### src/hw/vid_params.svh
/*
  Raster and layer sizes for the scaled-down video subsystem.
  The character layer assumes an 8x4 tile map and the object layer four sprites,
  so address widths elsewhere are fixed to these values.
*/
`ifndef VID_PARAMS_SVH
`define VID_PARAMS_SVH

`define VID_H_ACTIVE 64
`define VID_H_TOTAL  80
`define VID_V_ACTIVE 32
`define VID_V_TOTAL  40
`define VID_HS_START 68
`define VID_HS_LEN   4
`define VID_VS_START 35
`define VID_VS_LEN   2
`define VID_MAP_COLS 8
`define VID_MAP_ROWS 4
`define VID_OBJ_NUM  4

`endif
### src/hw/vid_pkg.sv
/*
  Shared vector types for the video blocks.
  ROM rows carry 8 pixels at 4 bits, leftmost pixel in bits 31:28.
*/
package vid_pkg;

    typedef logic [6:0]  hcnt_t;
    typedef logic [5:0]  vcnt_t;
    typedef logic [15:0] cpu_word_t;
    typedef logic [7:0]  cpu_addr_t;
    typedef logic [31:0] gfx_row_t;
    typedef logic [11:0] gfx_addr_t;   // Spare bit, tile code, row
    typedef logic [3:0]  pxl_t;
    typedef logic [6:0]  layer_pxl_t;  // Palette, colour
    typedef logic [7:0]  pal_idx_t;
    typedef logic [14:0] rgb_t;        // 5:5:5, red on top

    typedef enum logic [2:0] {
        obj_idle,
        obj_scan,
        obj_fetch,
        obj_write,
        obj_done
    } obj_state_t;

endpackage

### src/hw/vid_timing.sv
/*
  Raster counters advance on pxl_cen only.
  Sync, blanking and line_start are decoded from the counters; vint is a one-clock
  pulse just after the counters enter line VID_V_ACTIVE.
*/
`timescale 1ns/1ps
`include "vid_params.svh"

module vid_timing import vid_pkg::*; (
    input  logic  clk,
    input  logic  rst_n,
    input  logic  pxl_cen,
    output hcnt_t hdump,
    output vcnt_t vdump,
    output logic  hs,
    output logic  vs,
    output logic  pre_hblank_n,
    output logic  pre_vblank_n,
    output logic  vint,
    output logic  line_start
);

    always_ff @(posedge clk) begin
        if (!rst_n) begin
            hdump <= '0;
            vdump <= '0;
            vint  <= 1'b0;
        end else begin
            vint <= 1'b0;
            if (pxl_cen) begin
                if (hdump == hcnt_t'(`VID_H_TOTAL - 1)) begin
                    hdump <= '0;
                    if (vdump == vcnt_t'(`VID_V_TOTAL - 1))
                        vdump <= '0;
                    else
                        vdump <= vdump + 1'b1;
                    vint <= (vdump == vcnt_t'(`VID_V_ACTIVE - 1)); // Entering vblank
                end else begin
                    hdump <= hdump + 1'b1;
                end
            end
        end
    end

    assign line_start   = (hdump == '0);
    assign pre_hblank_n = (hdump < hcnt_t'(`VID_H_ACTIVE));
    assign pre_vblank_n = (vdump < vcnt_t'(`VID_V_ACTIVE));

    // Sync windows
    assign hs = (hdump >= hcnt_t'(`VID_HS_START)) &&
                (hdump <  hcnt_t'(`VID_HS_START + `VID_HS_LEN));
    assign vs = (vdump >= vcnt_t'(`VID_VS_START)) &&
                (vdump <  vcnt_t'(`VID_VS_START + `VID_VS_LEN));

endmodule

### config.mk
export PLATFORM = sky130hd
export DESIGN_NAME = vid_timing
export DESIGN_NICKNAME = d
export VERILOG_FILES = /design/src/hw/vid_pkg.sv /design/src/hw/vid_timing.sv
export VERILOG_INCLUDE_DIRS = /design/src /design/src/hw
export SDC_FILE = /design/constraint.sdc
export NUM_CORES = 1
export LEC_CHECK = 0
export BUFFER_PORTS_ARGS = -buffer_cell sky130_fd_sc_hd__buf_2
export CELL_PAD_IN_SITES_DETAIL_PLACEMENT = 0
export CELL_PAD_IN_SITES_GLOBAL_PLACEMENT = 1
export CORE_MARGIN = 2
export CORE_UTILIZATION = 32
export CTS_CLUSTER_SIZE = 24
export DETAILED_ROUTE_END_ITERATION = 16
export PLACE_DENSITY_LB_ADDON = 0.05
export SETUP_SLACK_MARGIN = 0.2
export SKIP_CTS_REPAIR_TIMING = 1
export SLEW_MARGIN = 20
export SYNTH_ARGS = -nofsm -noshare
export SYNTH_HDL_FRONTEND = slang
export SYNTH_SLANG_ARGS = --single-unit
### constraint.sdc
create_clock -name clk -period 2 [get_ports clk]
set_clock_uncertainty 0.05 [all_clocks]
set_input_delay 0.4 -clock clk [delete_from_list [all_inputs] [get_ports clk]]
set_output_delay 0.4 -clock clk [all_outputs]
set_load 0.02 [all_outputs]
==> impl_results.md <==
* Hold WS at 0.3908 ns
* Worst VDD drop at 0.0003306 V
* FMAX at 541.6 MHz
* Finished Layout Cells at ~140
* HPWL Detailed at 1.312 mm
* CP max FO at 5
* Initial antenna violation count at 0
* Netlist cell types at 32
* Ranking of synthesized cells by area: dfxtp_1 (38%), ha_1 (6.7%), nor2_1 (5.6%)
* Worst hold path class: input pin to register
* DIE AREA at 0.002724 mm²
* Worst EP arrival at 1.96 ns
* Starting density of the core at about a third
* Sequential share of power at 53.4%
* H-tree levels at 1
* Sink Count at 14
* Pins Over Slew Limit at 0
* Largest net degree at the start of global routing at 10
* Wirelength, routed at between 1.5 and 2 mm
* CTS root buf: clkbuf_4
* I/O pin count at 22
* Pint at 411.2 µW
* Global route overflow at 0
* Pre-antenna DRT Iters at 4
* Area leader, netlist: dfxtp_1
* Crit start category: register
* Avg WL per Cell at 12.14 µm
* CTS max path bufs at 2
* Antenna viol nets, final at 0
* Part of the power in the clock network at 37.3%
* Sw Share at 24.02%
* Worst-path clk slew at 0.09 ns
* Avg Inst Size Synth at roughly 8.5 µm²
* CTS Buf Count at 3
* Worst slew margin relative to its limit at approximately 75%
* Die H at 52.19 µm
* Die outline width at 52.19 µm
* Netlist Area Pre-Place at 743.2 µm²
* Final setup fails at 0
* Syn Nets at 94
* Inst Count DP at 135
* Worst EP required at 2.11 ns
* Antenna diodes at 0
* Area delta synth->final at 35.35%
* Share of the synthesized area in the top cell type at 37.71%
* Layout cell share with drive strength beyond 1 at 41.74%
* GRT Util Overall at 13.99%
* Worst-margin pin slew at around 0.37 ns
* NumNets Final at around 120
* Crit path time final at 1.846 ns
* # rows at 17
* Status: finished clean
* CTS tree: yes
* Flops & latches, synth at 14
* Seq/Total Area, Yosys at around 38%
* LEAKAGE at between 0.0004 and 0.0005 µW
* Hold Violations, Final at 0
* Switching power total at 130.0 µW
* P per Cell Area at 538.0 mW/mm²
* CP Class: register to register
* Vias at 697
* TNS Setup at 0 ns
* Drc violations at 0
* Crit share post-route at 92.32%
* Cells after Synth at 87
* RSZ-0062 raised after global routing: yes
* Crit end category: register
* Logic gate share of total power at under 10%
* MaxCap Viol Count at 0
* Iteration-0 DRC count of the detailed router at 12
* Vias in the first global route at a little over 600
* Core Box Area at 0.002212 mm²
* Port Buffer Count at 21
* Clock Latency Late Sink at 0.27 ns
* Vias per std cell at around 4.9
* Routability cong. at 0.7657
* Synth Warn # at 0
* Global-route wire length before repair at 2.718 mm
-- routing by layer --
metal	wire, µm	part of all wire, %	track usage [%]
met2	854	49	23.00
met3	87	5.0	3.714
met5	0	0	0
met1	776	45	16.08
met4	17	0.98	8.547
-- worst max-delay path: stages, from the launching register on --
cell and delay (ns):
dfxtp_4 0.39, ha_4 0.15, nand4_4 0.10, or4_4 0.54, buf_6 0.14, buf_4 0.12, o211ai_1 0.16, o31ai_1 0.09
-- cell usage in the layout (no fill, tap or decap), drive strengths merged --
cell type  Yosys  layout
o21ai          4       4
clkbuf         1       4
xor2           3       3
nand2b         1       1
nor2          11      11
or3            2       2
nor4b          1       1
and3           3       3
nor4           3       3
or3b           1       1
nand3          3       3
buf            2      27
nand4          2       2
inv            7       7
nand4b         1       1
o31ai          1       1
xnor2          2       2
o211ai         2       2
nor3           1       1
or4            2       2
nand2          7       7
nor3b          1       1
nor2b          2       2
mux2i          3       3
a21oi          2       2
and4           1       1
ha             4       4
dfxtp         14      14
-- sequential cells by signal, indices dropped and copies added (netlist names) --
register	flops
hdump	7
vdump	6
vint	1
-- final cells by class --
type | instances | area (µm²)
fillers | 234 | 1206
multi-input cells | 63 | 457.9
flip-flops and latches | 14 | 296.5
repair buffers | 27 | 153.9
clock buffers | 4 | 36.28
well taps | 28 | 35.03
inverters | 7 | 26.28
-- power by group through the flow --
stage	combinational, µW	clock, µW	sequential (µW)
after floorplan	27.1	0	302
after global placement	49.2	0	297
after detailed placement	48.7	0	297
after CTS	49.1	217	291
after global routing	56.0	226	290
final	50.1	202	289
-- stage by stage --
stage | setup WS [ns] | power, µW | util [%] | area [µm²]
after global routing | 0.08341 | 572.1 | 45.48 | 1006
after global placement | 0.1671 | 346.1 | 41.12 | 909.6
after floorplan | 0.1023 | 329.4 | - | 778.2
final | 0.1536 | 541.2 | 45.48 | 1006
after CTS | 0.09040 | 556.8 | 42.76 | 945.9
after detailed placement | 0.1443 | 346.0 | 41.12 | 909.6
-- cell usage after synthesis, drive strengths merged --
library cell   n
nand2b         1
o31ai          1
nor2b          2
or3b           1
and3           3
dfxtp         14
mux2i          3
inv            7
xnor2          2
o21ai          4
clkbuf         1
nand3          3
nor4           3
and4           1
or3            2
nor3b          1
nand4b         1
nor4b          1
o211ai         2
or4            2
nor3           1
nor2          11
ha             4
buf            2
a21oi          2
xor2           3
nand2          7
nand4          2
-- cell families (layout without fill, tap and decap cells) --
kind of cell    Yosys count  in the layout  share of synthesized area [%]
mux                       3              3                          4.041
xor+xnor                  5              5                          5.893
fa+ha+maj                 4              4                          6.734
simple gates             42             42                          32.16
compound gates            9              9                          7.071
flops                    14             14                          37.71
buf+inv                  10             38                          6.397
-- worst paths after layout --
kind                 start        to  slack, ns  cells after the start
setup reg to reg  hdump[0]  vdump[4]       0.15                      7
hold reg to reg   vdump[5]      vint       0.42                      1
setup / recovery  hdump[0]  vdump[4]       0.15                      7
hold / removal       rst_n  vdump[3]       0.39                      3
No activity file was read; power rests on OpenSTA's default activity.
