### src/hw/vid_params.svh
/*
  Raster and layer sizes for the scaled-down video subsystem.
  The character layer assumes an 8x4 tile map and the object layer four sprites,
  so address widths elsewhere are fixed to these values.
*/
`ifndef VID_PARAMS_SVH
`define VID_PARAMS_SVH

`define VID_H_ACTIVE 64
`define VID_H_TOTAL  80
`define VID_V_ACTIVE 32
`define VID_V_TOTAL  40
`define VID_HS_START 68
`define VID_HS_LEN   4
`define VID_VS_START 35
`define VID_VS_LEN   2
`define VID_MAP_COLS 8
`define VID_MAP_ROWS 4
`define VID_OBJ_NUM  4

`endif
### src/hw/vid_pkg.sv
/*
  Shared vector types for the video blocks.
  ROM rows carry 8 pixels at 4 bits, leftmost pixel in bits 31:28.
*/
package vid_pkg;

    typedef logic [6:0]  hcnt_t;
    typedef logic [5:0]  vcnt_t;
    typedef logic [15:0] cpu_word_t;
    typedef logic [7:0]  cpu_addr_t;
    typedef logic [31:0] gfx_row_t;
    typedef logic [11:0] gfx_addr_t;   // Spare bit, tile code, row
    typedef logic [3:0]  pxl_t;
    typedef logic [6:0]  layer_pxl_t;  // Palette, colour
    typedef logic [7:0]  pal_idx_t;
    typedef logic [14:0] rgb_t;        // 5:5:5, red on top

    typedef enum logic [2:0] {
        obj_idle,
        obj_scan,
        obj_fetch,
        obj_write,
        obj_done
    } obj_state_t;

endpackage

### src/hw/vid_char_layer.sv
/*
  Character layer over an 8x4 map of 8x8 tiles.
  Pixel h appears on char_pxl four pixel enables after hdump is h.
  The ROM must return ok within 8 pixel enables of a request, and ok is
  ignored in the clock right after the address changes.
*/
`timescale 1ns/1ps
`include "vid_params.svh"

module vid_char_layer import vid_pkg::*; (
    input  logic       clk,
    input  logic       rst_n,
    input  logic       pxl_cen,
    input  hcnt_t      hdump,
    input  vcnt_t      vdump,
    input  logic       char_cs,
    input  logic       cpu_we,
    input  cpu_addr_t  cpu_addr,
    input  cpu_word_t  cpu_dout,
    input  logic       char_ok,
    input  gfx_row_t   char_data,
    output cpu_word_t  char_dout,
    output gfx_addr_t  char_addr,
    output layer_pxl_t char_pxl
);

    cpu_word_t  map_ram [`VID_MAP_COLS * `VID_MAP_ROWS];
    cpu_word_t  map_word;
    logic [7:0] nh_raw;
    hcnt_t      nh;
    vcnt_t      nv;
    logic       tile_edge;
    logic       busy;
    logic       settle;
    logic [2:0] fetch_pal;
    logic [2:0] shift_pal;
    gfx_row_t   row_buf;
    gfx_row_t   shift;

    // CPU port
    always_ff @(posedge clk) begin
        if (char_cs && cpu_we)
            map_ram[cpu_addr[4:0]] <= cpu_dout;
    end

    always_ff @(posedge clk) begin
        if (!rst_n)
            char_dout <= '0;
        else if (char_cs)
            char_dout <= map_ram[cpu_addr[4:0]];
    end

    // Position of the tile loaded at the next boundary, five pixels ahead
    always_comb begin
        nh_raw = {1'b0, hdump} + 8'd5;
        nh     = hcnt_t'(nh_raw);
        nv     = vdump;
        if (nh_raw >= 8'(`VID_H_TOTAL)) begin
            nh = hcnt_t'(nh_raw - 8'(`VID_H_TOTAL));
            nv = (vdump == vcnt_t'(`VID_V_TOTAL - 1)) ? '0 : vdump + 1'b1;
        end
    end

    assign map_word  = map_ram[{nv[4:3], nh[5:3]}];
    assign tile_edge = pxl_cen && (hdump[2:0] == 3'd3);

    always_ff @(posedge clk) begin
        if (!rst_n) begin
            busy   <= 1'b0;
            settle <= 1'b0;
        end else begin
            settle <= 1'b0;
            if (tile_edge) begin
                busy   <= 1'b1;
                settle <= 1'b1; // Old ok may still be high
            end else if (busy && !settle && char_ok) begin
                busy <= 1'b0;
            end
        end
    end

    always_ff @(posedge clk) begin
        if (tile_edge) begin
            char_addr <= {1'b0, map_word[7:0], nv[2:0]};
            fetch_pal <= map_word[10:8];
            shift     <= row_buf;
            shift_pal <= fetch_pal;  // Palette of the tile fetched last
        end else if (pxl_cen) begin
            shift <= shift << 4;
        end
        if (busy && !settle && char_ok)
            row_buf <= char_data;
    end

    assign char_pxl = {shift_pal, pxl_t'(shift[31:28])};

endmodule

### config.mk
export PLATFORM = sky130hd
export DESIGN_NAME = vid_char_layer
export DESIGN_NICKNAME = d
export VERILOG_FILES = /design/src/hw/vid_pkg.sv /design/src/hw/vid_char_layer.sv
export VERILOG_INCLUDE_DIRS = /design/src /design/src/hw
export SDC_FILE = /design/constraint.sdc
export NUM_CORES = 1
export LEC_CHECK = 0
export CAP_MARGIN = 10
export CORE_ASPECT_RATIO = 1.4
export CORE_UTILIZATION = 55
export DETAILED_ROUTE_END_ITERATION = 10
export DONT_BUFFER_PORTS = 1
export PLACE_DENSITY = 0.79
export REMOVE_ABC_BUFFERS = 1
export SLEW_MARGIN = 20
export SYNTH_ARGS = -nofsm -noshare
export SYNTH_HDL_FRONTEND = slang
export SYNTH_SLANG_ARGS = --single-unit
### constraint.sdc
create_clock -name clk -period 3.3 [get_ports clk]
set_clock_uncertainty 0.2 [all_clocks]
set_input_delay 0.165 -clock clk [delete_from_list [all_inputs] [get_ports clk]]
set_output_delay 0.165 -clock clk [all_outputs]
set_load 0.02 [all_outputs]
==> key figures, run 1 <==
GRT
  • Number of global-route vias before repair: between 15000 and 20000
  • GRT Total Usage: 0.311
  • First-pass GRT wire length: 107 mm
  • Total grt overflow: 0
  • Largest net degree at the start of global routing: 133
  • Initial antenna violation count: 1

Critical path
  • CP Launch Type: register
  • Critical Path Fanout Max: 2
  • Worst setup path class: register to register
  • Worst endpoint required time: between 3000 and 4000 ps
  • CP Data Arrival Time: 3480 ps
  • CP Capture Type: register

STA
  • Final total negative setup slack: 0 ps
  • Rel. slew slack: 0.185
  • FMAX: between 300 and 400 MHz
  • Setup violators final: 0
  • Fin crit share: 0.972
  • RSZ-0062 raised after global routing: no
  • Slew Limit Fails: 0
  • Worst Tran Pin Value: 1220 ps
  • Final worst slack: 92.5 ps
  • Endpoints failing hold: 1
  • Worst hold slack: -5.93 ps
  • Tmin final: 3210 ps

Route
  • Drt first pass iters: 6
  • Antenna-violating nets left: 0
  • Avg WL per Cell: roughly 34 µm
  • Number of vias after detailed routing: roughly 15000
  • Routed wire length: 74.8 mm
  • DRT iter0 DRCs: ~2200
  • Residual DRC: 0
  • Vias/cell: 6.96

Logic synthesis
  • Top cells by area, synth: edfxtp_1 68%, mux4_2 17%, mux2_2 2.1%
  • Syn avg cell area: 19.4 µm²
  • Synth async-reset ratio: 0
  • Synth Register Bits: 611
  • Mapped Area: ~26000 µm²
  • Commonest register cell after synthesis: edfxtp_1
  • Synth cell types: 62
  • Post-synth top area cell: edfxtp_1
  • Yosys top cell area share: 0.676
  • Yosys warns: 0
  • Sequential fraction of the synthesis area: 0.690
  • Post-Syn Instances: roughly 1400
  • Post-synth EDFFs: between 500 and 600

Pwr
  • Internal power: around 13 mW
  • Peak supply drop: 0.440 mV
  • Comb pwr share: 0.098
  • LEAKAGE: between 9 and 10 nW
  • Switching power: about 3.8 mW
  • Clock Power Share: 0.396
  • Pwr Density: around 560 nW/µm²
  • Reg power frac: 0.506
  • Sw Share: 0.222

Placement
  • Pre-CTS setup slack: -208 ps
  • Placed wire-length estimate: ~44 mm
  • Gpl congestion: a little under 0.9
  • PortBufs: 0
  • Placed insts: 1996

Floorplanning
  • DIE WIDTH: ~190 µm
  • Die Height: approximately 260 µm
  • DIE AREA: a little under 50000 µm²
  • Cell Rows: 94
  • Core area: 47200 µm²
  • # IOs: 110
  • Starting Density: 0.558

Layout
  • Layout area overhead: 16.9%
  • Layout cell share with drive strength beyond 1: 0.314
  • Storage element area: ~18000 µm²
  • Post-Layout Cell Count: 2196
  • Final core occ: 0.653
  • Nets@finish: ~1600
  • Fill count: a little under 3000
  • Multi-input gate area: around 7800 µm²

Clock tree
  • Worst skew pair latency: 610 ps
  • H-tree levels: 2
  • Total CTS buffers: 54
  • Clock transition at the registers of the reported paths: 70 ps
  • Post CTS Setup Buffer Count: 0
  • CTS Root Cell: clkbuf_16
  • Sink Count: ~610
  • CTS max path bufs: 3
  • CTS tree: built

Outcome
  • Status: complete, but fails checks
  • Failing checks: negative hold slack

Flow run
  • Max-Cap Viols: 0

Min path
  • HP Class: input pin to register
## final cells by class
type | count | share of cell area
clock buffers | 69 | 0.0474
multi-input cells | 639 | 0.254
flip-flops and latches | 611 | 0.590
diodes | 1 | 0.0000813
well taps | 624 | 0.0254
inverters | 9 | 0.00122
repair buffers | 210 | 0.0676
clock inverters | 33 | 0.0145
## routing by layer
layer / global-route usage / part of all wire / vias up
met4: 0.226 / 0.084 / 0
li1: - / - / 6051
met2: 0.516 / 0.48 / 1180
met1: 0.362 / 0.32 / 7709
met3: 0.0680 / 0.11 / 337
met5: 0 / 0 / -
## power groups by stage
| stage | sequential [mW] | combinational [mW] | clock, mW |
|---|---|---|---|
| 2_1_floorplan | 8.83 | 0.964 | 0 |
| 3_3_place_gp | 8.85 | 1.36 | 0 |
| 3_5_place_dp | 8.86 | 1.39 | 0 |
| 4_1_cts | 8.69 | 1.66 | 6.82 |
| 5_1_grt | 8.69 | 1.75 | 7.06 |
| 6_report | 8.69 | 1.69 | 6.79 |
## worst max-delay path, cell delays in order (launching register included)
cell           delay [ps]
edfxtp_1              410
mux4_2                520
mux2_2                300
a221oi_2              250
a21oi_1                70
a21oi_1               110
dlygate4sd3_1         570
a211oi_1               70
dlygate4sd3_1         600
## sequential cells by signal, indices dropped and copies added (netlist names)
signal     count
char_addr     11
fetch_pal      3
char_dout     16
busy           1
map_ram      512
shift         32
shift_pal      3
row_buf       32
settle         1
## path summary, 6_finish.rpt
kind	start	end	slack [ps]	cells past startpoint
worst max register to register	map_ram[7][3]	char_dout[3]	90	8
worst max-delay path	map_ram[7][3]	char_dout[3]	90	8
worst min register to register	fetch_pal[2]	shift_pal[2]	230	0
worst min-delay path	cpu_addr[3]	char_dout[12]	-6	5
## logic make-up (layout without fill, tap and decap cells)
kind of cell,after synthesis,count (layout),share of synthesized area
other,1,2,0.000142
AOI/OAI and AO/OA,167,167,0.0435
buffers and inverters,104,321,0.0183
DFF,611,611,0.690
xor gates and xnor gates,6,6,0.00228
and+or+nand+nor,154,154,0.0264
adders and majority gates,5,5,0.00228
muxes,306,306,0.217
## cells in the final DEF, fill, tap and decap left out, types with 11 or more instances in the layout
master         netlist  final
o22ai_1             26     26
clkbuf_1            44     11
dfxtp_1             18     18
o21ai_0             27     27
dlygate4sd3_1        0     91
nand3_1             13     13
buf_4                7     97
edfxtp_1           593    593
buf_12               0     22
mux4_2             194    194
o211ai_1            11     11
nor2_2               1     29
a21oi_1             20     20
mux2_2              49     49
nand2_1             42     42
mux2i_1             53     53
a22oi_1             19     19
nor2_1              62     34
clkbuf_16            0     55
## synthesized netlist by cell type, drive strengths merged, types with 18 or more instances
library cell	instances
a21oi	21
a22oi	19
buf	51
clkbuf	44
dfxtp	18
edfxtp	593
mux2	49
mux2i	53
mux4	204
nand2	43
nor2	63
o21ai	36
o22ai	26
## metrics by stage
stage	area (µm²)	total power, mW
finish	30800	17.2
global route	30800	17.5
CTS	30800	17.2
detailed placement	27800	10.2
global placement	27800	10.2
floorplan	25900	9.80
## timing repair
action / in CTS / in global routing
setup endpoints to repair: 0 / 6
hold buffers: 97 / 1
hold endpoints to repair: 810 / 1
gates resized for setup: 0 / 2
No activity file was read; power rests on OpenSTA's default activity.
==> run 2: changes to the inputs <==
--- a/config.mk
+++ b/config.mk
@@ -13,6 +13,7 @@
 export DONT_BUFFER_PORTS = 1
 export PLACE_DENSITY = 0.79
 export REMOVE_ABC_BUFFERS = 1
+export SETUP_SLACK_MARGIN = 0.4
 export SLEW_MARGIN = 20
 export SYNTH_ARGS = -nofsm -noshare
 export SYNTH_HDL_FRONTEND = slang
==> run 2 against run 1 <==
The run now ends clean. First-iteration DRC count shrank 6.2%. Global-route usage grew 0.28 points. Core utilization grew 0.23 points. Sequential share of layout area down 0.21 points. Maximum frequency rose by 13%. Critical path depth is 6 higher. Combinational power rose by 2%. Sequential power hardly changed. Largest power group unchanged.
==> key figures, run 2 (same netlist as run 1, synthesis figures left out) <==
Clock tree
  • CTS Root Cell: clkbuf_16 (unchanged)
  • CTS tree: built (unchanged)
  • H-tree levels: 2 (unchanged)
  • Clock transition at the registers of the reported paths: 70 ps (about the same)
  • Worst skew pair latency: 610 ps (about the same)
  • Sink Count: 611 (unchanged)
  • Total CTS buffers: 54 (unchanged)
  • CTS max path bufs: 3 (unchanged)

Critical path
  • Largest stage delay, worst path: 290 ps (was 600 ps)
  • Worst endpoint required time: 3430 ps (was 3570 ps)
  • Slowest-stage cell, CP: and2_4 (was dlygate4sd3_1)
  • Worst setup path class: input pin to register (was register to register)
  • Critical Path Fanout Max: 8 (was 2)
  • CP Launch Type: input pin (was register)
  • CP Data Arrival Time: 2970 ps (was 3480 ps)
  • CP Capture Type: register (unchanged)
  • R2R depth: 7 (was 8)
  • CP Cell Sequence: or2b_1 > o221ai_2 > ha_1 > nand2_1 > o31ai_4 > buf_6 > mux2i_4 > buf_12 > and2_4 > buf_4 > mux4_1 > mux2_2 > o21ai_1 > o22ai_1 (was mux4_2 > mux2_2 > a221oi_2 > a21oi_1 > a21oi_1 > dlygate4sd3_1 > a211oi_1 > dlygate4sd3_1)

Floorplanning
  • Cell Rows: 94 (unchanged)
  • Die Height: 261 µm (unchanged)
  • DIE WIDTH: 187 µm (unchanged)
  • # IOs: 110 (unchanged)
  • Core area: 47200 µm² (unchanged)
  • Starting Density: 0.558 (unchanged)
  • DIE AREA: 48800 µm² (unchanged)

Route
  • Vias/cell: 6.97 (was 6.96)
  • DRT iter0 DRCs: 2108 (was 2248)
  • Drt first pass iters: 5 (was 6)
  • Antenna-violating nets left: 0 (unchanged)
  • Residual DRC: 0 (unchanged)
  • Avg WL per Cell: 34.2 µm (was 34.1 µm)
  • Number of vias after detailed routing: 15361 (was 15277)
  • Routed wire length: 75.3 mm (was 74.8 mm)

Layout
  • Layout cell share with drive strength beyond 1: 0.317 (was 0.314)
  • Leading cell type in the layout, fill and taps excluded: edfxtp_1 (unchanged)
  • Max FFs per register: 512 (unchanged)
  • Post-Layout Cell Count: 2204 (was 2196)
  • Final Cell Area: 30900 µm² (was 30800 µm²)
  • Commonest non-fill, non-tap cells in the layout: 593 x edfxtp_1, 194 x mux4_2, 96 x buf_4 (was 593 x edfxtp_1, 194 x mux4_2, 97 x buf_4)
  • Layout area overhead: 17.3% (was 16.9%)
  • Nets@finish: 1609 (was 1604)
  • Final core occ: 0.655 (was 0.653)

STA
  • Rel. slew slack: 0.267 (was 0.185)
  • Final worst slack: 461 ps (was 92.5 ps)
  • FMAX: 352 MHz (was 312 MHz)
  • Final total negative setup slack: 0 ps (unchanged)
  • Fin crit share: 0.860 (was 0.972)
  • Worst hold slack: 1.18 ps (was -5.93 ps)
  • Endpoints failing hold: 0 (was 1)
  • Slew Limit Fails: 0 (unchanged)
  • Setup violators final: 0 (unchanged)
  • Worst Tran Pin Value: 1100 ps (was 1220 ps)
  • RSZ-0062 raised after global routing: no (unchanged)
  • Tmin final: 2840 ps (was 3210 ps)

Pwr
  • Internal power: 13.4 mW (about the same)
  • Pwr Density: 557 nW/µm² (was 558 nW/µm²)
  • Comb pwr share: 0.100 (was 0.098)
  • LEAKAGE: 10.0 nW (was 9.97 nW)
  • Sw Share: 0.222 (about the same)
  • Switching power: 3.82 mW (was 3.81 mW)
  • Peak supply drop: 0.432 mV (was 0.440 mV)
  • Clock Power Share: 0.395 (was 0.396)
  • Reg power frac: 0.505 (was 0.506)
  • Final Power: 17.2 mW (about the same)

Min path
  • Worst hold path stage count: 5 (unchanged)
  • HP Class: input pin to register (unchanged)

Placement
  • Pre-CTS setup slack: -208 ps (unchanged)
  • Gpl congestion: 0.892 (unchanged)
  • Placed Area: 27800 µm² (unchanged)
  • Placed wire-length estimate: 44.2 mm (unchanged)
  • Placed insts: 1996 (unchanged)
  • PortBufs: 0 (unchanged)

GRT
  • Total grt overflow: 0 (unchanged)
  • Met1 GRT Util: 0.369 (was 0.362)
  • GRT Total Usage: 0.314 (was 0.311)
  • Met3 GRT Util: 0.0678 (was 0.0680)
  • First-pass GRT wire length: 108 mm (was 107 mm)
  • Largest net degree at the start of global routing: 133 (unchanged)
  • Number of global-route vias before repair: 15869 (was 15836)
  • Initial antenna violation count: 1 (unchanged)
  • M2 GR Usage: 0.519 (was 0.516)
  • Top Usage Layer GRT: met2 (unchanged)

Outcome
  • Status: finished, final reports clean (was complete, but fails checks)

Flow run
  • Max-Cap Viols: 0 (unchanged)
==> run 2: cell count changes in the layout (fill, tap and decap cells not counted), sizes merged <==
cell,delta
buf,+3
dlygate4sd3,+1
clkinv,-1
diode,+3
and2,+1
clkinvlp,+1
==> run 2: layer usage <==
metal  wire [µm]  vias to the layer above
li1            -                     6072
met2       36900                     1172
met4        6010                        0
met5           0                        -
met1       23900                     7797
met3        8460                      320
==> run 2: layout make-up <==
class                           instances  area (µm²)
Sequential cell                       611       18200
Antenna cell                            4        10.0
Fill cell                            2911       16300
Clock inverter                         33         445
Clock buffer                           69        1460
Multi-Input combinational cell        640        7840
Timing Repair Buffer                  214        2140
Inverter                                9        41.3
Tap cell                              624         781
==> run 2: power groups by stage <==
stage          clock network, mW  logic, mW  registers (mW)
6_report                    6.79       1.73            8.69
5_1_grt                     7.06       1.79            8.69
4_1_cts                     6.82       1.68            8.69
3_5_place_dp                   0       1.39            8.86
3_3_place_gp                   0       1.36            8.85
2_1_floorplan                  0      0.964            8.83
==> run 2: path summary, 6_finish.rpt <==
check                 startpoint            end  slack (ps)
setup / recovery        hdump[4]   fetch_pal[0]         460
hold / removal       cpu_addr[3]  char_dout[12]           1
setup reg to reg  map_ram[14][6]   char_dout[6]         500
hold reg to reg     fetch_pal[2]   shift_pal[2]         220
==> run 2: timing repair <==
| item | in CTS | in global routing |
|---|---|---|
| endpoints found under the hold margin | 810 | 1 |
| hold buffers | 97 | 1 |
| resized for setup | 5 | 7 |
| cloned | 1 | 0 |
| setup buffers | 0 | 3 |
| pin swaps | 1 | 3 |
| setup endpoints to repair | 1 | 16 |
==> run 2: worst max-delay path, delay by kind of cell <==
family	cells	cell delay, ps
buf+inv	3	470
fa+ha+maj	1	180
mux	3	840
compound gates	4	710
simple gates	3	600
==> run 3: changes to the inputs <==
--- a/config.mk
+++ b/config.mk
@@ -9,9 +9,10 @@
 export CAP_MARGIN = 10
 export CORE_ASPECT_RATIO = 1.4
 export CORE_UTILIZATION = 55
+export CTS_BUF_LIST = sky130_fd_sc_hd__clkbuf_4 sky130_fd_sc_hd__clkbuf_8 sky130_fd_sc_hd__clkbuf_16
 export DETAILED_ROUTE_END_ITERATION = 10
 export DONT_BUFFER_PORTS = 1
-export PLACE_DENSITY = 0.79
+export PLACE_DENSITY = 0.76
 export REMOVE_ABC_BUFFERS = 1
 export SETUP_SLACK_MARGIN = 0.4
 export SLEW_MARGIN = 20
==> constraint.sdc (replaced) <==
create_clock -name clk -period 3.6 [get_ports clk]
set_clock_uncertainty 0.2 [all_clocks]
set_input_delay 0.18 -clock clk [delete_from_list [all_inputs] [get_ports clk]]
set_output_delay 0.18 -clock clk [all_outputs]
set_load 0.02 [all_outputs]
==> run 3 against run 2 <==
Cell count fell by 2.5%. Die area did not move. Cell area fell by 2.1%. Via count fell by 2.0%. Worst setup slack improved by 110 ps. Register-to-register slack improved by 110 ps. Total power fell by 11%. Worst hold slack improved by 14 ps. Critical path type unchanged. Sequential cell count did not move.
==> key figures, run 3 (same netlist as run 1, synthesis figures left out) <==
GRT
  • Number of global-route vias before repair: 15426 (was 15869)
  • First-pass GRT wire length: 106 mm (was 108 mm)
  • GRT Total Usage: 0.310 (was 0.314)
  • Initial antenna violation count: 2 (was 1)
  • Total grt overflow: 0 (unchanged)
  • Largest net degree at the start of global routing: 133 (unchanged)

Critical path
  • CP Data Arrival Time: 3370 ps (was 2970 ps)
  • Largest stage delay, worst path: 1150 ps (was 290 ps)
  • CP Launch Type: input pin (unchanged)
  • Critical Path Fanout Max: 10 (was 8)
  • CP Capture Type: register (unchanged)
  • Critical path buffers and inverters: 3 (unchanged)
  • Most used cell, CP: dlygate4sd3_1
  • Worst endpoint required time: 3940 ps (was 3430 ps)
  • Slowest-stage cell, CP: dlygate4sd3_1 (was and2_4)
  • CP Cell Sequence: dlygate4sd3_1 > clkinv_1 > a311oi_1 > dlygate4sd3_1 (was or2b_1 > o221ai_2 > ha_1 > nand2_1 > o31ai_4 > buf_6 > mux2i_4 > buf_12 > and2_4 > buf_4 > mux4_1 > mux2_2 > o21ai_1 > o22ai_1)
  • Worst setup path class: input pin to register (unchanged)
  • Crit-path leading delay family: buffers and inverters (was multiplexers)

Floorplanning
  • DIE AREA: 48800 µm² (unchanged)
  • # IOs: 110 (unchanged)
  • Die Height: 261 µm (unchanged)
  • Cell Rows: 94 (unchanged)
  • Starting Density: 0.558 (unchanged)
  • Core area: 47200 µm² (unchanged)
  • DIE WIDTH: 187 µm (unchanged)

Clock tree
  • CTS Root Cell: clkbuf_16 (unchanged)
  • CTS tree: built (unchanged)
  • Post CTS Setup Buffer Count: 0 (unchanged)
  • CTS max path bufs: 3 (unchanged)
  • Total CTS buffers: 54 (unchanged)
  • Sink Count: 611 (unchanged)
  • Worst skew pair latency: 600 ps (was 610 ps)
  • Clock transition at the registers of the reported paths: 70 ps (about the same)
  • H-tree levels: 2 (unchanged)

STA
  • Worst Tran Pin Value: 1130 ps (was 1100 ps)
  • Final worst slack: 574 ps (was 461 ps)
  • Rel. slew slack: 0.241 (was 0.267)
  • Endpoints failing hold: 0 (unchanged)
  • Tmin final: 3030 ps
  • Final total negative setup slack: 0 ps (unchanged)
  • Setup violators final: 0 (unchanged)
  • FMAX: between 300 and 400 MHz
  • Worst hold slack: 14.7 ps (was 1.18 ps)
  • RSZ-0062 raised after global routing: no (unchanged)
  • Fin crit share: 0.840
  • Slew Limit Fails: 0 (unchanged)

Placement
  • PortBufs: 0 (unchanged)
  • Placed wire-length estimate: 42.7 mm (was 44.2 mm)
  • Pre-CTS setup slack: 0.0184 ps (was -208 ps)
  • Gpl congestion: 0.912 (was 0.892)

Pwr
  • Final Power: 15.3 mW (was 17.2 mW)
  • Peak supply drop: 0.451 mV (was 0.432 mV)
  • Pwr Density: 505 nW/µm² (was 557 nW/µm²)
  • LEAKAGE: 9.71 nW (was 10.0 nW)

Route
  • Avg WL per Cell: 34.5 µm (was 34.2 µm)
  • Drt first pass iters: 5 (unchanged)
  • Residual DRC: 0 (unchanged)
  • Routed wire length: 74.3 mm (was 75.3 mm)
  • DRT iter0 DRCs: 2138 (was 2108)
  • Vias/cell: 7.00 (was 6.97)
  • Number of vias after detailed routing: 15059 (was 15361)
  • Antenna-violating nets left: 0 (unchanged)

Layout
  • Layout cell share with drive strength beyond 1: 0.303 (was 0.317)
  • Max FFs per register: 512 (unchanged)
  • Nets@finish: 1560 (was 1609)
  • Final core occ: 0.641 (was 0.655)
  • Multi-input gate area: 7800 µm² (was 7840 µm²)
  • Storage element area: 18200 µm² (unchanged)
  • Fill count: 3068 (was 2911)
  • Commonest non-fill, non-tap cells in the layout: 593 x edfxtp_1, 194 x mux4_2, 78 x dlygate4sd3_1 (was 593 x edfxtp_1, 194 x mux4_2, 96 x buf_4)
  • Leading cell type in the layout, fill and taps excluded: edfxtp_1 (unchanged)
  • Layout area overhead: 14.9% (was 17.3%)
  • ANT cells: 0 (was 4)

Outcome
  • Status: finished, final reports clean (unchanged)

Min path
  • HP Class: input pin to register (unchanged)

Flow run
  • Max-Cap Viols: 0 (unchanged)
run 3: cell types whose count changed in the layout (fill, tap and decap cells not counted), sizes merged:
cell | before | now
buf | 122 | 87
dlygate4sd3 | 92 | 78
clkinv | 16 | 27
clkbuf | 69 | 62
bufinv | 10 | 5
diode | 4 | 0
clkinvlp | 8 | 6
inv | 8 | 10
and2 | 5 | 4
dlymetal6s4s | 0 | 1
run 3: per-layer routing:
metal | wire [µm] | vias to the layer above | track usage
met5 | 11 | - | 0
met2 | 35800 | 1209 | 0.500
met3 | 9010 | 291 | 0.0757
li1 | - | 5958 | -
met4 | 4910 | 2 | 0.193
met1 | 24600 | 7599 | 0.380
run 3: final timing paths:
check | start | end | slack, ps | depth (start not counted)
setup / recovery | rst_n | char_dout[11] | 570 | 4
hold / removal | char_data[29] | row_buf[29] | 10 | 1
setup reg to reg | map_ram[6][0] | char_dout[0] | 610 | 6
hold reg to reg | fetch_pal[1] | shift_pal[1] | 220 | 0
run 3: per-stage QoR:
| stage | instances | area [µm²] |
|---|---|---|
| 2_1_floorplan | 1259 | 25900 |
| 4_1_cts | 2150 | 30200 |
| 3_5_place_dp | 1965 | 27600 |
| 6_report | 2150 | 30200 |
| 5_1_grt | 2150 | 30200 |
| 3_3_place_gp | 1965 | 27600 |
run 3: area by class of cell:
cell class                      count  share of cell area
Multi-Input combinational cell    639               0.258
Timing Repair Buffer              166              0.0561
Sequential cell                   611               0.601
Clock inverter                     39              0.0110
Inverter                            9             0.00112
Tap cell                          624              0.0258
Clock buffer                       62              0.0477
run 3: timing repair:
| item | in CTS | in global routing |
|---|---|---|
| endpoints found under the setup margin | 0 | 1 |
| resized for setup | 0 | 1 |
| endpoints found under the hold margin | 722 | 0 |
| hold buffers | 84 | 0 |
run 3: where the power goes:
group / switching [mW] / internal [mW]
Sequential: 0.0685 / 7.90
Combinational: 0.771 / 0.705
Clock: 2.58 / 3.24
